===== src/hdl/dma_cfg_pkg.sv =====
// -------------------------------------
// Copy engine configuration
// Bus widths and the data-path types shared
// by decode, execute and the top level
// -------------------------------------
package dma_cfg_pkg;

    // Bus geometry
    localparam int unsigned DataWidth     = 32;
    localparam int unsigned AddrWidth     = 16;
    localparam int unsigned TFLenWidth    = 12;
    localparam int unsigned StrbWidth     = DataWidth / 8;
    localparam int unsigned OffsetWidth   = $clog2(StrbWidth);

    // AXI4 INCR burst limit
    localparam int unsigned MaxBurstBeats = 256;

    // Byte address
    typedef logic [AddrWidth-1:0]  addr_t;
    // One bus word
    typedef logic [DataWidth-1:0]  data_t;
    // One enable per byte lane
    typedef logic [StrbWidth-1:0]  strb_t;
    // Transfer length in bytes
    typedef logic [TFLenWidth-1:0] tf_len_t;
    // AxLEN field, beat count minus one
    typedef logic [$clog2(MaxBurstBeats)-1:0] beats_t;

endpackage


===== src/hdl/dma_bus_pkg.sv =====
// -------------------------------------
// Copy engine bus encodings
// AXI write response codes and the error
// kinds reported back to the requester
// -------------------------------------
package dma_bus_pkg;

    // AXI4 BRESP encoding
    typedef enum logic [1:0] {
        OKAY   = 2'b00,
        EXOKAY = 2'b01,
        SLVERR = 2'b10,
        DECERR = 2'b11
    } axi_resp_e;

    // Why a transfer failed
    typedef enum logic [1:0] {
        ERR_NONE     = 2'd0,
        // Rejected in decode, never reaches the bus
        ERR_ZERO_LEN = 2'd1,
        // SLVERR or DECERR on B
        ERR_BUS      = 2'd2
    } err_kind_e;

endpackage


===== src/hdl/dma_desc_if.sv =====
// -------------------------------------
// Burst descriptor channel
// One AXI burst per descriptor, handed from
// decode to execute with valid/ready
// -------------------------------------
interface dma_desc_if;
    import dma_cfg_pkg::*;

    // Handshake
    logic   desc_valid;
    logic   desc_ready;

    // Burst payload
    addr_t  src_addr;
    addr_t  dst_addr;
    // Beat count minus one
    beats_t num_beats;
    strb_t  first_strb;
    strb_t  last_strb;

    modport decode (
        output desc_valid, src_addr, dst_addr, num_beats, first_strb, last_strb,
        input  desc_ready
    );

    modport execute (
        input  desc_valid, src_addr, dst_addr, num_beats, first_strb, last_strb,
        output desc_ready
    );

endinterface


===== src/hdl/dma_decode.sv =====
// -------------------------------------
// Copy engine decode stage
// Registers one request, filters zero lengths
// and computes burst length and strobes
// -------------------------------------
module dma_decode (
    input  logic                 clk_i,
    input  logic                 rst_n_i,
    input  logic                 req_valid_i,
    output logic                 req_ready_o,
    input  dma_cfg_pkg::addr_t   req_src_addr_i,
    input  dma_cfg_pkg::addr_t   req_dst_addr_i,
    input  dma_cfg_pkg::tf_len_t req_length_i,
    input  logic                 req_last_i,
    dma_desc_if.decode           desc,
    output logic                 meta_push_o,
    output logic                 meta_last_o,
    output logic                 meta_zero_len_o,
    input  logic                 meta_ready_i,
    output logic                 busy_o
);
    import dma_cfg_pkg::*;

    logic                   zero_len;
    logic                   accept;
    logic                   desc_valid_q;
    logic [OffsetWidth-1:0] dst_off;
    logic [OffsetWidth-1:0] tail;
    // One spare bit so length plus offset cannot wrap
    logic [TFLenWidth:0]    span;
    logic [TFLenWidth:0]    span_m1;

    assign zero_len = (req_length_i == '0);

    // Zero lengths only need room in the metadata queue
    assign req_ready_o = meta_ready_i & (zero_len | ~desc_valid_q | desc.desc_ready);
    assign accept      = req_valid_i & req_ready_o;

    // Every accepted request leaves a metadata entry for result
    assign meta_push_o     = accept;
    assign meta_last_o     = req_last_i;
    assign meta_zero_len_o = zero_len;

    // -------------------------------------
    // Burst geometry
    // -------------------------------------
    assign dst_off = req_dst_addr_i[OffsetWidth-1:0];
    assign span    = (TFLenWidth+1)'(req_length_i) + (TFLenWidth+1)'(dst_off);
    assign span_m1 = span - (TFLenWidth+1)'(1);
    // Bytes used in the final word, 0 means full
    assign tail    = span[OffsetWidth-1:0];

    // Descriptor payload, loaded on acceptance only
    always_ff @(posedge clk_i) begin
        if (accept && !zero_len) begin
            desc.src_addr   <= req_src_addr_i;
            desc.dst_addr   <= req_dst_addr_i;
            desc.num_beats  <= span_m1[OffsetWidth +: $bits(beats_t)];
            // Lanes at or above the destination offset
            desc.first_strb <= strb_t'('1) << dst_off;
            // Lanes below the tail
            desc.last_strb  <= (tail == '0) ? strb_t'('1) : ~(strb_t'('1) << tail);
        end
    end

    // Descriptor valid from the cycle after acceptance until taken
    always_ff @(posedge clk_i or negedge rst_n_i) begin
        if (!rst_n_i) begin
            desc_valid_q <= 1'b0;
        end else if (accept && !zero_len) begin
            desc_valid_q <= 1'b1;
        end else if (desc.desc_ready) begin
            desc_valid_q <= 1'b0;
        end
    end

    assign desc.desc_valid = desc_valid_q;
    assign busy_o          = desc_valid_q;

endmodule


===== src/hdl/dma_execute.sv =====
// -------------------------------------
// Copy engine datapath
// Whole-word OBI reads into an in-order
// buffer, drained as one AXI write burst
// -------------------------------------
module dma_execute #(
    parameter int unsigned BufferDepth       = 3,
    parameter int unsigned NumBurstsInFlight = 2
) (
    input  logic                clk_i,
    input  logic                rst_n_i,
    dma_desc_if.execute         desc,
    output logic                obi_req_o,
    output dma_cfg_pkg::addr_t  obi_addr_o,
    input  logic                obi_gnt_i,
    input  logic                obi_rvalid_i,
    input  dma_cfg_pkg::data_t  obi_rdata_i,
    output logic                aw_valid_o,
    output dma_cfg_pkg::addr_t  aw_addr_o,
    output dma_cfg_pkg::beats_t aw_len_o,
    input  logic                aw_ready_i,
    output logic                w_valid_o,
    output dma_cfg_pkg::data_t  w_data_o,
    output dma_cfg_pkg::strb_t  w_strb_o,
    output logic                w_last_o,
    input  logic                w_ready_i,
    output logic                busy_o
);
    import dma_cfg_pkg::*;

    localparam int unsigned BufIdxW   = (BufferDepth > 1) ? $clog2(BufferDepth) : 1;
    localparam int unsigned BufCntW   = $clog2(BufferDepth + 1);
    localparam int unsigned JobIdxW   = (NumBurstsInFlight > 1) ? $clog2(NumBurstsInFlight) : 1;
    localparam int unsigned JobCntW   = $clog2(NumBurstsInFlight + 1);
    localparam int unsigned WordAddrW = AddrWidth - OffsetWidth;

    logic                 take;
    // Read side
    logic                 rd_active_q;
    logic [WordAddrW-1:0] rd_addr_q;
    beats_t               rd_left_q;
    logic [BufCntW-1:0]   rd_pend_q;
    logic                 rd_issue;
    // Word buffer
    data_t                buf_mem [BufferDepth];
    logic [BufIdxW-1:0]   buf_wr_q;
    logic [BufIdxW-1:0]   buf_rd_q;
    logic [BufCntW-1:0]   buf_cnt_q;
    logic                 buf_pop;
    // Write job queue
    beats_t               job_beats [NumBurstsInFlight];
    strb_t                job_first [NumBurstsInFlight];
    strb_t                job_last  [NumBurstsInFlight];
    logic [JobIdxW-1:0]   job_wr_q;
    logic [JobIdxW-1:0]   job_rd_q;
    logic [JobCntW-1:0]   job_cnt_q;
    logic                 job_pop;
    beats_t               w_beat_q;
    logic                 w_ok;

    // New descriptor once reads are done, AW is free and a job slot is open
    assign desc.desc_ready = ~rd_active_q & ~aw_valid_o &
                             (job_cnt_q != JobCntW'(NumBurstsInFlight));
    assign take = desc.desc_valid & desc.desc_ready;

    // -------------------------------------
    // OBI read side
    // -------------------------------------
    // Only ask while the buffer can absorb every read in flight
    assign obi_req_o  = rd_active_q & ((buf_cnt_q + rd_pend_q) < BufCntW'(BufferDepth));
    assign obi_addr_o = {rd_addr_q, OffsetWidth'(0)};
    assign rd_issue   = obi_req_o & obi_gnt_i;

    always_ff @(posedge clk_i) begin
        if (take) begin
            // Source aligned down to a word
            rd_addr_q <= desc.src_addr[AddrWidth-1:OffsetWidth];
        end else if (rd_issue) begin
            rd_addr_q <= rd_addr_q + WordAddrW'(1);
        end
    end

    always_ff @(posedge clk_i or negedge rst_n_i) begin
        if (!rst_n_i) begin
            rd_active_q <= 1'b0;
            rd_left_q   <= '0;
            rd_pend_q   <= '0;
        end else begin
            if (take) begin
                rd_active_q <= 1'b1;
                rd_left_q   <= desc.num_beats;
            end else if (rd_issue) begin
                rd_active_q <= (rd_left_q != '0);
                rd_left_q   <= rd_left_q - beats_t'(1);
            end
            // Granted but not yet returned
            if (rd_issue && !obi_rvalid_i) begin
                rd_pend_q <= rd_pend_q + BufCntW'(1);
            end else if (!rd_issue && obi_rvalid_i) begin
                rd_pend_q <= rd_pend_q - BufCntW'(1);
            end
        end
    end

    // -------------------------------------
    // Word buffer
    // -------------------------------------
    always_ff @(posedge clk_i) begin
        if (obi_rvalid_i) begin
            buf_mem[buf_wr_q] <= obi_rdata_i;
        end
    end

    always_ff @(posedge clk_i or negedge rst_n_i) begin
        if (!rst_n_i) begin
            buf_wr_q  <= '0;
            buf_rd_q  <= '0;
            buf_cnt_q <= '0;
        end else begin
            if (obi_rvalid_i) begin
                buf_wr_q <= (buf_wr_q == BufIdxW'(BufferDepth - 1)) ? '0 : buf_wr_q + 1'b1;
            end
            if (buf_pop) begin
                buf_rd_q <= (buf_rd_q == BufIdxW'(BufferDepth - 1)) ? '0 : buf_rd_q + 1'b1;
            end
            if (obi_rvalid_i && !buf_pop) begin
                buf_cnt_q <= buf_cnt_q + BufCntW'(1);
            end else if (!obi_rvalid_i && buf_pop) begin
                buf_cnt_q <= buf_cnt_q - BufCntW'(1);
            end
        end
    end

    // -------------------------------------
    // AXI AW and W side
    // -------------------------------------
    always_ff @(posedge clk_i) begin
        if (take) begin
            aw_addr_o           <= desc.dst_addr;
            aw_len_o            <= desc.num_beats;
            job_beats[job_wr_q] <= desc.num_beats;
            job_first[job_wr_q] <= desc.first_strb;
            job_last[job_wr_q]  <= desc.last_strb;
        end
    end

    // The AW register always holds the newest job, so a lone job with
    // a pending AW has not been announced yet
    assign w_ok      = (job_cnt_q != '0) & ~(aw_valid_o & (job_cnt_q == JobCntW'(1)));
    assign w_valid_o = w_ok & (buf_cnt_q != '0);
    assign w_data_o  = buf_mem[buf_rd_q];
    assign w_last_o  = (w_beat_q == job_beats[job_rd_q]);
    assign buf_pop   = w_valid_o & w_ready_i;
    assign job_pop   = buf_pop & w_last_o;

    // Edge strobes by beat position, both on a single beat
    always_comb begin
        w_strb_o = '1;
        if (w_beat_q == '0) begin
            w_strb_o = w_strb_o & job_first[job_rd_q];
        end
        if (w_last_o) begin
            w_strb_o = w_strb_o & job_last[job_rd_q];
        end
    end

    always_ff @(posedge clk_i or negedge rst_n_i) begin
        if (!rst_n_i) begin
            aw_valid_o <= 1'b0;
            job_wr_q   <= '0;
            job_rd_q   <= '0;
            job_cnt_q  <= '0;
            w_beat_q   <= '0;
        end else begin
            if (take) begin
                aw_valid_o <= 1'b1;
                job_wr_q   <= (job_wr_q == JobIdxW'(NumBurstsInFlight - 1)) ? '0 : job_wr_q + 1'b1;
            end else if (aw_ready_i) begin
                aw_valid_o <= 1'b0;
            end
            if (job_pop) begin
                job_rd_q <= (job_rd_q == JobIdxW'(NumBurstsInFlight - 1)) ? '0 : job_rd_q + 1'b1;
                w_beat_q <= '0;
            end else if (buf_pop) begin
                w_beat_q <= w_beat_q + beats_t'(1);
            end
            if (take && !job_pop) begin
                job_cnt_q <= job_cnt_q + JobCntW'(1);
            end else if (!take && job_pop) begin
                job_cnt_q <= job_cnt_q - JobCntW'(1);
            end
        end
    end

    assign busy_o = rd_active_q | aw_valid_o | (job_cnt_q != '0) |
                    (buf_cnt_q != '0) | (rd_pend_q != '0);

endmodule


===== src/hdl/dma_result.sv =====
// -------------------------------------
// Copy engine response stage
// Keeps transfers in request order and
// turns B responses into replies
// -------------------------------------
module dma_result #(
    parameter int unsigned MetaFifoDepth = 5
) (
    input  logic                   clk_i,
    input  logic                   rst_n_i,
    input  logic                   meta_push_i,
    input  logic                   meta_last_i,
    input  logic                   meta_zero_len_i,
    output logic                   meta_ready_o,
    input  logic                   b_valid_i,
    input  dma_bus_pkg::axi_resp_e b_resp_i,
    output logic                   b_ready_o,
    output logic                   rsp_valid_o,
    input  logic                   rsp_ready_i,
    output dma_bus_pkg::err_kind_e rsp_err_kind_o,
    output logic                   rsp_last_o,
    output logic                   busy_o
);
    import dma_bus_pkg::*;

    localparam int unsigned IdxW = (MetaFifoDepth > 1) ? $clog2(MetaFifoDepth) : 1;
    localparam int unsigned CntW = $clog2(MetaFifoDepth + 1);

    logic            last_mem [MetaFifoDepth];
    logic            zero_mem [MetaFifoDepth];
    logic [IdxW-1:0] wr_q;
    logic [IdxW-1:0] rd_q;
    logic [CntW-1:0] cnt_q;
    logic [CntW-1:0] cnt_d;
    logic            head_valid;
    logic            head_zero;
    logic            pop;

    always_ff @(posedge clk_i) begin
        if (meta_push_i) begin
            last_mem[wr_q] <= meta_last_i;
            zero_mem[wr_q] <= meta_zero_len_i;
        end
    end

    assign head_valid = (cnt_q != '0);
    assign head_zero  = zero_mem[rd_q];

    // Zero-length heads answer at once, others ride on B
    assign rsp_valid_o = head_valid & (head_zero | b_valid_i);
    assign b_ready_o   = head_valid & ~head_zero & rsp_ready_i;
    assign rsp_last_o  = last_mem[rd_q];
    assign pop         = rsp_valid_o & rsp_ready_i;

    always_comb begin
        if (head_zero) begin
            rsp_err_kind_o = ERR_ZERO_LEN;
        end else if (b_resp_i == SLVERR || b_resp_i == DECERR) begin
            rsp_err_kind_o = ERR_BUS;
        end else begin
            rsp_err_kind_o = ERR_NONE;
        end
    end

    assign cnt_d = cnt_q + CntW'(meta_push_i) - CntW'(pop);

    always_ff @(posedge clk_i or negedge rst_n_i) begin
        if (!rst_n_i) begin
            wr_q         <= '0;
            rd_q         <= '0;
            cnt_q        <= '0;
            meta_ready_o <= 1'b0;
        end else begin
            if (meta_push_i) begin
                wr_q <= (wr_q == IdxW'(MetaFifoDepth - 1)) ? '0 : wr_q + 1'b1;
            end
            if (pop) begin
                rd_q <= (rd_q == IdxW'(MetaFifoDepth - 1)) ? '0 : rd_q + 1'b1;
            end
            cnt_q        <= cnt_d;
            // Registered not-full flag
            meta_ready_o <= (cnt_d < CntW'(MetaFifoDepth));
        end
    end

    assign busy_o = head_valid;

endmodule


===== src/hdl/dma_backend.sv =====
// -------------------------------------
// 1D copy engine top level
// OBI reads to AXI4 write bursts through
// decode, execute and result stages
// -------------------------------------
module dma_backend #(
    parameter int unsigned BufferDepth       = 3,
    parameter int unsigned NumBurstsInFlight = 2
) (
    input  logic                   clk_i,
    input  logic                   rst_n_i,
    // Transfer request
    input  logic                   req_valid_i,
    output logic                   req_ready_o,
    input  dma_cfg_pkg::addr_t     req_src_addr_i,
    input  dma_cfg_pkg::addr_t     req_dst_addr_i,
    input  dma_cfg_pkg::tf_len_t   req_length_i,
    input  logic                   req_last_i,
    // Transfer response
    output logic                   rsp_valid_o,
    input  logic                   rsp_ready_i,
    output dma_bus_pkg::err_kind_e rsp_err_kind_o,
    output logic                   rsp_last_o,
    // OBI read manager
    output logic                   obi_req_o,
    output dma_cfg_pkg::addr_t     obi_addr_o,
    input  logic                   obi_gnt_i,
    input  logic                   obi_rvalid_i,
    input  dma_cfg_pkg::data_t     obi_rdata_i,
    // AXI4 write manager
    output logic                   aw_valid_o,
    output dma_cfg_pkg::addr_t     aw_addr_o,
    output dma_cfg_pkg::beats_t    aw_len_o,
    input  logic                   aw_ready_i,
    output logic                   w_valid_o,
    output dma_cfg_pkg::data_t     w_data_o,
    output dma_cfg_pkg::strb_t     w_strb_o,
    output logic                   w_last_o,
    input  logic                   w_ready_i,
    input  logic                   b_valid_i,
    input  dma_bus_pkg::axi_resp_e b_resp_i,
    output logic                   b_ready_o,
    // Bit 0 decode, bit 1 execute, bit 2 result
    output logic [2:0]             busy_o
);

    // Enough entries for every transfer that can be past decode
    localparam int unsigned MetaFifoDepth = BufferDepth + NumBurstsInFlight;

    logic meta_push;
    logic meta_last;
    logic meta_zero_len;
    logic meta_ready;
    logic dec_busy;
    logic exe_busy;
    logic res_busy;

    dma_desc_if desc0 ();

    dma_decode dec0 (
        .clk_i, .rst_n_i,
        .req_valid_i, .req_ready_o, .req_src_addr_i, .req_dst_addr_i, .req_length_i, .req_last_i,
        .desc            (desc0.decode),
        .meta_push_o     (meta_push),
        .meta_last_o     (meta_last),
        .meta_zero_len_o (meta_zero_len),
        .meta_ready_i    (meta_ready),
        .busy_o          (dec_busy)
    );

    dma_execute #(
        .BufferDepth       (BufferDepth),
        .NumBurstsInFlight (NumBurstsInFlight)
    ) exe0 (
        .clk_i, .rst_n_i,
        .desc   (desc0.execute),
        .obi_req_o, .obi_addr_o, .obi_gnt_i, .obi_rvalid_i, .obi_rdata_i,
        .aw_valid_o, .aw_addr_o, .aw_len_o, .aw_ready_i,
        .w_valid_o, .w_data_o, .w_strb_o, .w_last_o, .w_ready_i,
        .busy_o (exe_busy)
    );

    dma_result #(
        .MetaFifoDepth (MetaFifoDepth)
    ) res0 (
        .clk_i, .rst_n_i,
        .meta_push_i     (meta_push),
        .meta_last_i     (meta_last),
        .meta_zero_len_i (meta_zero_len),
        .meta_ready_o    (meta_ready),
        .b_valid_i, .b_resp_i, .b_ready_o,
        .rsp_valid_o, .rsp_ready_i, .rsp_err_kind_o, .rsp_last_o,
        .busy_o          (res_busy)
    );

    assign busy_o = {res_busy, exe_busy, dec_busy};

endmodule


===== config.mk =====
export PLATFORM = sky130hd
export DESIGN_NAME = dma_backend
export DESIGN_NICKNAME = d
export VERILOG_FILES = /design/src/hdl/dma_cfg_pkg.sv /design/src/hdl/dma_bus_pkg.sv /design/src/hdl/dma_desc_if.sv /design/src/hdl/dma_decode.sv /design/src/hdl/dma_execute.sv /design/src/hdl/dma_result.sv /design/src/hdl/dma_backend.sv
export SDC_FILE = /design/constraint.sdc
export NUM_CORES = 1
export LEC_CHECK = 0
export ABC_CLOCK_PERIOD_IN_PS = 4900
export BUFFER_PORTS_ARGS = -buffer_cell sky130_fd_sc_hd__buf_2
export CORE_MARGIN = 2
export CORE_UTILIZATION = 30
export DETAILED_ROUTE_END_ITERATION = 8
export PLACE_DENSITY_LB_ADDON = 0.1
export SLEW_MARGIN = 25
export SYNTH_ARGS = -nofsm -noshare
export SYNTH_HDL_FRONTEND = slang
export SYNTH_SLANG_ARGS = --single-unit

===== constraint.sdc =====
create_clock -name clk_i -period 4.9 [get_ports clk_i]
set_input_delay 0.49 -clock clk_i [delete_from_list [all_inputs] [get_ports clk_i]]
set_output_delay 0.49 -clock clk_i [all_outputs]
set_load 0.1 [all_outputs]

Word level (Yosys, flattened, before mapping)
Memories as Yosys holds them, arrays and structs flattened.
Cells that the tools add are included.
{ "word_totals": {"register_bits": 127, "ram_bits": 138, "inputBits": 88, "output_inout_bits": 89, "word_cells": 156, "mem_count": 6} }
{ "mem_list": {"columns": ["memory", "depth", "width", "read_ports", "rd_ports_with_merged_regs", "write_ports", "line", "source"], "rows": [
  ["exe0.buf_mem", 3, 32, 1, 0, 1, "dma_execute.sv:45", "data_t buf_mem [BufferDepth];"],
  ["exe0.job_beats", 2, 8, 1, 0, 1, "dma_execute.sv:51", "beats_t job_beats [NumBurstsInFlight];"],
  ["exe0.job_first", 2, 4, 1, 0, 1, "dma_execute.sv:52", "strb_t job_first [NumBurstsInFlight];"],
  ["exe0.job_last", 2, 4, 1, 0, 1, "dma_execute.sv:53", "strb_t job_last [NumBurstsInFlight];"],
  ["res0.last_mem", 5, 1, 1, 0, 1, "dma_result.sv:29", "logic last_mem [MetaFifoDepth];"],
  ["res0.zero_mem", 5, 1, 1, 0, 1, "dma_result.sv:30", "logic zero_mem [MetaFifoDepth];"]
]} }
{ "op_classes": {"n_addsub": 20, "order_cmp": 2, "n_eq_ne": 9, "shifts": 2, "muxes": 34, "bitwise": 30, "n_reduce_logical": 29} }
{ "op_table": {"columns": ["cell", "count"], "rows": [
  ["8-bit 2-to-1 mux", 4],
  ["14-bit 2-to-1 mux", 2],
  ["2-bit 2-to-1 mux", 10],
  ["2-bit nonzero test", 10],
  ["1-bit AND", 16],
  ["14-bit by 1-bit adder with 14-bit output (second input constant)", 1],
  ["1-bit 2-to-1 mux", 14],
  ["12-bit logical NOT", 1],
  ["10-bit by 2-bit adder with 10-bit output", 1],
  ["2-bit by 1-bit adder with 2-bit output (second input constant)", 5],
  ["10-bit by 1-bit subtractor with 10-bit output (second input constant)", 1],
  ["8-bit by 1-bit adder with 8-bit output (second input constant)", 1],
  ["2-bit == test (second input constant)", 4],
  ["8-bit == test", 1],
  ["8-bit logical NOT", 1],
  ["4-bit 2-to-1 mux", 2],
  ["8-bit nonzero test", 1],
  ["4-bit by 2-bit left shift with 4-bit output (first input constant)", 2],
  ["8-bit by 1-bit subtractor with 8-bit output (second input constant)", 1],
  ["1-bit logical AND", 7],
  ["1-bit bitwise OR", 7],
  ["3-bit by 1-bit adder with 3-bit output (second input constant)", 2],
  ["3-bit == test (second input constant)", 2],
  ["1-bit logical NOT", 6],
  ["other kinds (16)", 24]
]} }

Longest topological paths before layout
Gate-level depths: netlist (run 1).
{ "depth": {"depth_word": 10, "mapped_depth": 12, "ltp_nobuf": 12} }

By module
Synthesis (run 1) repeated with hierarchy kept, for this count alone.
{ "unflattened": {"cells_unflattened": 762, "hier_area_um2": 10976.8} }
{ "by_module_without_submodules": {"columns": ["mod", "n_inst", "cells_each", "area_per_inst_um2", "seq_area_each_um2"], "rows": [
  ["dma_execute", 1, 553, 7981.4, 5735.5],
  ["dma_decode", 1, 122, 1929.4, 1436.4],
  ["dma_result", 1, 84, 1043.5, 550.5],
  ["dma_backend", 1, 3, 22.5, 0.0]
]} }

Worst setup path before layout (run 1)
OpenSTA, ideal clock, no wires.
{ "synth_path": {"path_type": "reg2reg", "from": "register exe0.aw_valid_o", "to": "register dec0.desc.dst_addr[0] (enable)", "setup_time_ns": 0.448, "arrival_time_ns": 3.401, "required_time_ns": 4.452, "path_slack_ns": 1.051, "stages_incl_launch_ff": 5, "path_buffers": 0, "period_less_slack_ns": 3.849, "path_cell_list": "dfrtp_1 > nor3_1 > nand2b_1 > o211ai_2 > nor2_1"} }
{ "synth_via": {"elab_chain_cells": 7} }
{ "synth_lines": {"columns": ["item", "line", "source"], "rows": [
  ["from (decl)", "dma_execute.sv:18", "output logic aw_valid_o,"],
  ["from (signal assigned)", "dma_execute.sv:169", "aw_valid_o <= 1'b0;"],
  ["from (signal assigned)", "dma_execute.sv:176", "aw_valid_o <= 1'b1;"],
  ["from (signal assigned)", "dma_execute.sv:179", "aw_valid_o <= 1'b0;"],
  ["1-bit inverter", "dma_execute.sv:62", "assign desc.desc_ready = ~rd_active_q & ~aw_valid_o &"],
  ["1-bit AND (2 in a row)", "dma_execute.sv:62", null],
  ["1-bit bitwise OR", "dma_decode.sv:36", "assign req_ready_o = meta_ready_i & (zero_len | ~desc_valid_q | desc.desc_ready);"],
  ["1-bit AND", "dma_decode.sv:36", null],
  ["1-bit AND", "dma_decode.sv:37", "assign accept = req_valid_i & req_ready_o;"],
  ["1-bit logical AND", "dma_decode.sv:55", "if (accept && !zero_len) begin"],
  ["to (signal assigned)", "dma_decode.sv:57", "desc.dst_addr <= req_dst_addr_i;"],
  ["to (decl)", "dma_desc_if.sv:22", "output desc_valid, src_addr, dst_addr, num_beats, first_strb, last_strb,"]
]} }
No other way between the ends.
A chain may end at the register's enable or synchronous reset.

Worst setup path after layout (run 1)
{ "layout_path": {"from": "register exe0.job_rd_q", "to": "output w_last_o"} }
{ "layout_via": {"elab_chain_cells": 2} }
{ "layout_lines": {"columns": ["item", "line", "source"], "rows": [
  ["from (decl)", "dma_execute.sv:55", "logic [JobIdxW-1:0] job_rd_q;"],
  ["from (signal assigned)", "dma_execute.sv:182", "job_rd_q <= (job_rd_q == JobIdxW'(NumBurstsInFlight - 1)) ? '0 : job_rd_q + 1'b1;"],
  ["memory read 2 x 8 bit", null, null],
  ["8-bit == test", "dma_execute.sv:152", "assign w_last_o = (w_beat_q == job_beats[job_rd_q]);"],
  ["to (decl)", "dma_backend.sv:38", "output logic w_last_o,"]
]} }
No other way between the ends.

==> metrics.cfg, run 1 <==
[min_path]
hold_class=in -> async

[route]
drc_errors=0
drtIter0Drc=317
dr.pass1.iters=4
finalWirelength_microns=22000
vias=6234
routedWlPerCell_microns=15.6
drtAntennaViolNets=0
vias_per_cell=4.42

[place]
place_congestion=0.715
dp.final_hpwl_microns=14200
place_ws_ns=1.52
place_area_sq_um=12100
io_buffer_count=171

[finish]
final_cell_mix=edfxtp_1 (219), buf_2 (171), nand2_1 (97), o21ai_0 (42), mux2i_1 (41)
design_area_sq_um=13100
antennaDiodeCount=0
drive_gt1_share_pct=25.3
num-nets-final=1036
area_growth_pct=21.6
layout_commonest_cell=edfxtp_1

[timing]
fin_skew_ns=0.00698
setup_tns_ns=0
finalSetupViolCount=0
post-route-period-util_pct=79.4
fmax_mhz=257
rsz0062_at_grt=no
fin_ws_ns=1.01
hold_viol_final=0
drv_slew=0
hold_slack_ns=0.00373
worst_slew_pin_slew_ns=0.977
relSlewSlack_pct=34.9
min_period_ns=3.89

[clock_network]
htree_levels=1
clk_latency_ns=0.54
postCtsSetupRepairBufs=0
post_cts_resized=0
cts_buffers=30
tritoncts=done
cts.sinks=260
cts_buffer_depth=3
clock-root-buffer=clkbuf_16
postCtsHoldBufs=0
path_clk_slew_ns=0.06

[critical_path]
critPathRequiredTime_ns=4.41
cp_max_fo=22
end_kind=primary output
r2r-start=res0.rd_q[0]$_DFFE_PN0P_
cp-start-kind=flip-flop
criticalPathCategory=reg -> out
crit_arrival_ns=3.40
crit_path_start=exe0.job_rd_q$_DFFE_PN0P_

[global_route]
grt_overflow=0
track_usage_pct=11.7
grt_pass1_wl_microns=34200
antenna_found_initial=1
first_global_vias=6253
grt_max_degree=67

[synth]
yosys.area.top_type=edfxtp_1
synth-seq-cells=260
synth_ff_type=edfxtp_1
synth_area_sq_um=10700
synth.area.top_cells=edfxtp_1 (61%), dfrtp_1 (9.6%), mux2i_1 (3.8%)
synth-edff-count=219
async_flop_share_pct=15.8
yosysTopAreaCellShare_pct=61.3
synth.yosys.seq_area_share_pct=70.8
ys_types=54
syn_area_per_cell_sq_um=14.4
yosysWarnings=0
postSynthCellCount=745

[die]
placementRows=69
initial_core_util_pct=30.3
die_area_sq_um=37300
num_io_pins=177
dieHeight_microns=193
die_w_microns=193
core-area_sq_um=35400

[power_and_ir_drop]
total_power_mw=7.06
power.share.switching_pct=37.0
p_leak_nw=4.63
power.density_nw_per_um2=541
p_int_mw=4.45
clockPowerShare_pct=30.1
power_frac_seq_pct=41.5
ir_drop_mv=0.731
netSwitchingPower_mw=2.61
pwr-share-comb_pct=28.4

[job]
drv_cap=0

[run_status]
outcome=finished, final reports clean

worst max-delay path: stages, from the launching register on:
cell and delay (ns):
dfrtp_1 0.98, mux2i_1 0.32, xnor2_1 0.14, nor4_4 0.47, and2_1 0.44, buf_2 0.51
layout make-up:
type,count,area (sq um)
Fill cell,3452,22300
Sequential cell,260,7610
Multi-Input combinational cell,431,2920
Timing Repair Buffer,181,931
Clock buffer,46,852
Tap cell,461,577
Inverter,23,86.3
Clock inverter,7,83.8
cell families after synthesis:
logic type,count (synthesis),share of synthesized area [%]
buf+inv,55,2.26
flops,260,70.8
xor+xnor,55,4.63
fa+ha+maj,21,2.59
other cells,2,0.0700
simple gates,204,9.37
mux,45,4.45
compound gates,103,5.82
cells in the mapped netlist (2+ instances only):
library cell    n
nand4b_1        3
dfrtp_1        41
o21ai_0        42
xnor2_1        32
inv_2           2
ha_1           19
o21a_1          2
a21oi_1         8
nor2b_1         5
and4_1          3
a211oi_1        3
and2_1          4
and3_1          5
nand2b_1        8
inv_1          20
xor2_1         22
buf_2           2
mux2i_1        41
a21o_1          7
buf_4           7
mux4_2          2
a22oi_1         5
nor2_1         21
o211ai_1        3
nand3_1        21
clkbuf_1       22
nand4_1         7
edfxtp_1      219
nor4_4          2
o21ai_1        23
or3_1           6
nor4_1          9
o221ai_2        3
conb_1          2
nand3b_1        2
fa_1            2
nor3_1          7
nand2_1        97
layer usage:
metal / GRT usage (%) / vias to the layer above / part of all wire, %
met1: 16.9 / 2959 / 50
met2: 17.7 / 159 / 42
met3: 2.55 / 29 / 5.8
met5: 0 / - / 0
li1: - / 3087 / -
met4: 3.06 / 0 / 1.6
per-stage QoR:
stage	utilization, %	cells
3_3_place_gp	34.2	1356
5_1_grt	36.9	1409
4_1_cts	36.9	1409
3_5_place_dp	34.2	1356
6_report	36.9	1409
2_1_floorplan	-	746
power by group through the flow:
stage	clock, mW	combinational, mW	sequential, mW
after floorplan	0	1.24	3.38
after global placement	0	2.02	2.98
after detailed placement	0	2.02	2.98
after CTS	2.21	2.03	2.94
after global routing	2.30	2.15	2.98
final	2.13	2.00	2.93
state kept, by name (all words and copies together), names as in the netlist, 3 cells and up:
signal                count
exe0.buf_mem             96
res0.zero_mem             5
dec0.desc.num_beats       8
dec0.desc.dst_addr       16
exe0.rd_addr_q           14
exe0.job_first            6
res0.cnt_q                3
dec0.desc.last_strb       4
exe0.rd_left_q            8
dec0.desc.src_addr       14
res0.last_mem             5
exe0.job_beats           16
dec0.desc.first_strb      3
exe0.job_last             8
res0.rd_q                 3
exe0.w_beat_q             8
res0.wr_q                 3
exe0.aw_addr_o           16
exe0.aw_len_o             8
worst paths after layout:
check / end / slack (ns) / cells past startpoint
setup / recovery: w_last_o / 1.01 / 5
max in group asynchronous: exe0.buf_rd_q[1]$_DFFE_PN0P_ / 4.44 / 2
min in group clk_i: exe0.aw_valid_o$_DFFE_PN0P_ / 0.12 / 2
hold reg to reg: exe0.aw_addr_o[13]$_DFFE_PP_ / 0.42 / 0
setup reg to reg: res0.meta_ready_o$_DFF_PN0_ / 2.04 / 11
hold / removal: res0.rd_q[0]$_DFFE_PN0P_ / 0.004 / 2
No activity file was read; power rests on OpenSTA's default activity.
==> run 2, diff against run 1 <==
ABC_AREA = 1   (was default)
ABC_CLOCK_PERIOD_IN_PS = 4100   (was 4900)
clock period = 4.1 ns   (was 4.9 ns; I/O delays follow)
==> run 2 against run 1 <==
Synthesized cell count rose by 31%. Clock skew rose by 0.013 ns. Global-route usage rose by 0.83 points. Via count rose by 17%. Critical path depth rose by 4. First-iteration DRC count rose by 13%. Clock-buffer cell count fell by 3. Sequential cell count did not move. Hold slack improved by 0.058 ns.
==> metrics.cfg, run 2 <==
[die]
placementRows=70  ; +1.4%
dieHeight_microns=197  ; +2.2%
core-area_sq_um=36700  ; +3.7%
die_w_microns=197  ; +2.2%
num_io_pins=177  ; unchanged
die_area_sq_um=39000  ; +4.5%
initial_core_util_pct=30.6  ; +0.26 points

[finish]
area_growth_pct=23.7
regMostFlops=exe0.buf_mem
final_cell_mix=nand2_1 (248), edfxtp_1 (219), buf_2 (171), inv_1 (116), nand3_1 (75)
multiInputGateArea_sq_um=2970  ; +1.8%
final_util_pct=37.9  ; +0.97 points
nFillCells=3581  ; +3.7%
antennaDiodeCount=0  ; unchanged
register_area_sq_um=7600  ; about the same
num-nets-final=1300  ; +25%
drive_gt1_share_pct=22.6  ; -2.8 points
fin_cells=1683  ; +19%
largest_register_ffs=96  ; unchanged
layout_commonest_cell=nand2_1

[place]
place_congestion=0.734  ; +2.7%
place_ws_ns=1.15  ; -0.362 ns
dp.final_hpwl_microns=15600  ; +9.4%
io_buffer_count=171  ; unchanged
place_inst=1597  ; +18%

[critical_path]
worstReg2RegEnd=res0.meta_ready_o$_DFF_PN0_
cp_top_family=flip-flops
r2r_cells=15  ; +4
criticalPathCategory=reg -> out
max_stage_delay_ns=0.86  ; -0.12 ns
rrSetupSlack_ns=1.43  ; -0.61 ns
cp_max_fo=19  ; -14%
path_cells=inv_4, nand2_1, nand3_1, nand2_1, nand2_1, nor2_4, nand2_4, o21ai_2, buf_2
cp-start-kind=flip-flop
r2r-start=res0.cnt_q[1]$_DFF_PN0_
cpMostUsedCell=nand2_1
crit_arrival_ns=2.93  ; -0.47 ns
end_kind=primary output
cp.buffers_inverters=2  ; +1
cpMaxStageDelayCell=dfrtp_1
critPathRequiredTime_ns=3.69  ; -0.72 ns
cp.depth=9  ; +4

[synth]
synth_area_sq_um=11200  ; +4.6%
synth_most_common_cell=nand2_1
synth.area.top_cells=edfxtp_1 (59%), dfrtp_1 (9.1%), nand2_1 (8.3%)
ys_types=46  ; -15%
syn_area_per_cell_sq_um=11.5  ; -20%
yosys-top-cells-count=nand2_1 (248), edfxtp_1 (219), inv_1 (117), nand3_1 (75), nor2_1 (45)
synth.yosys.seq_area_share_pct=67.7  ; -3.1 points
yosys.area.top_type=edfxtp_1
yosysTopAreaCellShare_pct=58.6  ; -2.7 points
async_flop_share_pct=15.8  ; unchanged
synth-seq-cells=260  ; unchanged
postSynthCellCount=978  ; +31%
yosysWarnings=0  ; unchanged
synth_ff_type=edfxtp_1
synth-edff-count=219  ; unchanged

[route]
drtIter0Drc=359  ; +13%
dr.pass1.iters=4  ; unchanged
routedWlPerCell_microns=14.3  ; -8.5%
vias_per_cell=4.34  ; -2.0%
vias=7301  ; +17%
drtAntennaViolNets=0  ; unchanged
finalWirelength_microns=24100  ; +9.3%
drc_errors=0  ; unchanged

[global_route]
antenna_found_initial=0  ; -1
grt_overflow=0  ; unchanged
first_global_vias=7355  ; +18%
grt_max_degree=42  ; -37%
track_usage_pct=12.5  ; +0.83 points
grt_pass1_wl_microns=38500  ; +13%

[clock_network]
path_clk_slew_ns=0.06  ; about the same
cts.sinks=260  ; unchanged
cts_buffer_depth=3  ; unchanged
tritoncts=done
cts_buffers=30  ; unchanged
postCtsHoldBufs=30  ; +30
post_cts_resized=0  ; unchanged
clk_latency_ns=0.56  ; +0.02 ns
clock-root-buffer=clkbuf_16
postCtsSetupRepairBufs=0  ; unchanged
htree_levels=1  ; unchanged

[timing]
worst_slew_pin_slew_ns=0.809  ; -0.168 ns
hold_viol_final=0  ; unchanged
fmax_mhz=299
rsz0062_at_grt=no
fin_skew_ns=0.0202  ; +0.0132 ns
fin_ws_ns=0.758  ; -0.250 ns
min_period_ns=3.34
finalSetupViolCount=0  ; unchanged
setup_tns_ns=0  ; unchanged
post-route-period-util_pct=81.5
drv_slew=0  ; unchanged
relSlewSlack_pct=46.1  ; +11 points

[min_path]
hold_end=exe0.buf_mem[0][6]$_DFFE_PP_
min_from=obi_rdata_i[6]
hold_depth=1
hold_class=in -> reg

[run_status]
outcome=finished, final reports clean

[job]
drv_cap=0  ; unchanged

## run 2: cell types whose count changed after synthesis, moves of 12 or more
cell,change
nor2_1,+24
inv_1,+97
nand3_1,+54
o211ai_1,+29
xnor2_1,-25
nand2_1,+151
mux2i_1,-41
o21ai_1,-12
## run 2: logic make-up (layout without fill, tap and decap cells)
logic type	count (synthesis)	after routing	synth area share (%)
DFF	260	260	67.7
buffers and inverters	159	395	5.94
AOI/OAI and AO/OA	91	91	5.02
xor gates and xnor gates	25	25	1.95
other	2	3	0.0669
adders and majority gates	21	21	2.47
and+or+nand+nor	420	420	16.8
## run 2: worst max path at each step
| stage | slack [ns] | startpoint | end |
|---|---|---|---|
| after detailed placement | 1.15 | req_length_i[5] | dec0.desc.first_strb[1]$_DFFE_PP_ |
| after floorplan | 0.91 | obi_rvalid_i | exe0.buf_mem[0][0]$_DFFE_PP_ |
| after global routing | 0.49 | exe0.job_rd_q$_DFFE_PN0P_ | w_strb_o[0] |
| after global placement | 1.17 | req_length_i[5] | dec0.desc.first_strb[1]$_DFFE_PP_ |
| final | 0.76 | exe0.job_rd_q$_DFFE_PN0P_ | w_strb_o[0] |
| after CTS | 0.66 | exe0.job_rd_q$_DFFE_PN0P_ | w_strb_o[0] |
## run 2: cell type report
class,instances,share of cell area (%)
clock inverter,13,1.10
clock buffer,43,6.20
tap,468,4.22
inverter,127,3.45
timing repair buffer,212,8.92
multi-input combinational,560,21.4
sequential,260,54.7
## run 2: layer usage
layer	part of all wire (%)	routed length (microns)	global-route usage [%]	vias up
li1	-	-	-	3723
met1	44	10700	15.6	3386
met2	48	11500	21.3	157
met3	5.5	1330	2.95	35
met4	2.6	623	3.87	0
met5	0	0	0	-
## run 2: metrics by stage
step | area (sq um) | hold slack, ns
finish | 13900 | 0.0615
global route | 13900 | 0.0285
CTS | 13900 | 0.0205
detailed placement | 12600 | 0.405
global placement | 12600 | 0.401
floorplan | 11200 | 0.114
Power of run 2 is left out: the tool's default activity adds up to more than one toggle a clock period on the data nets, which glitch-free logic cannot reach.
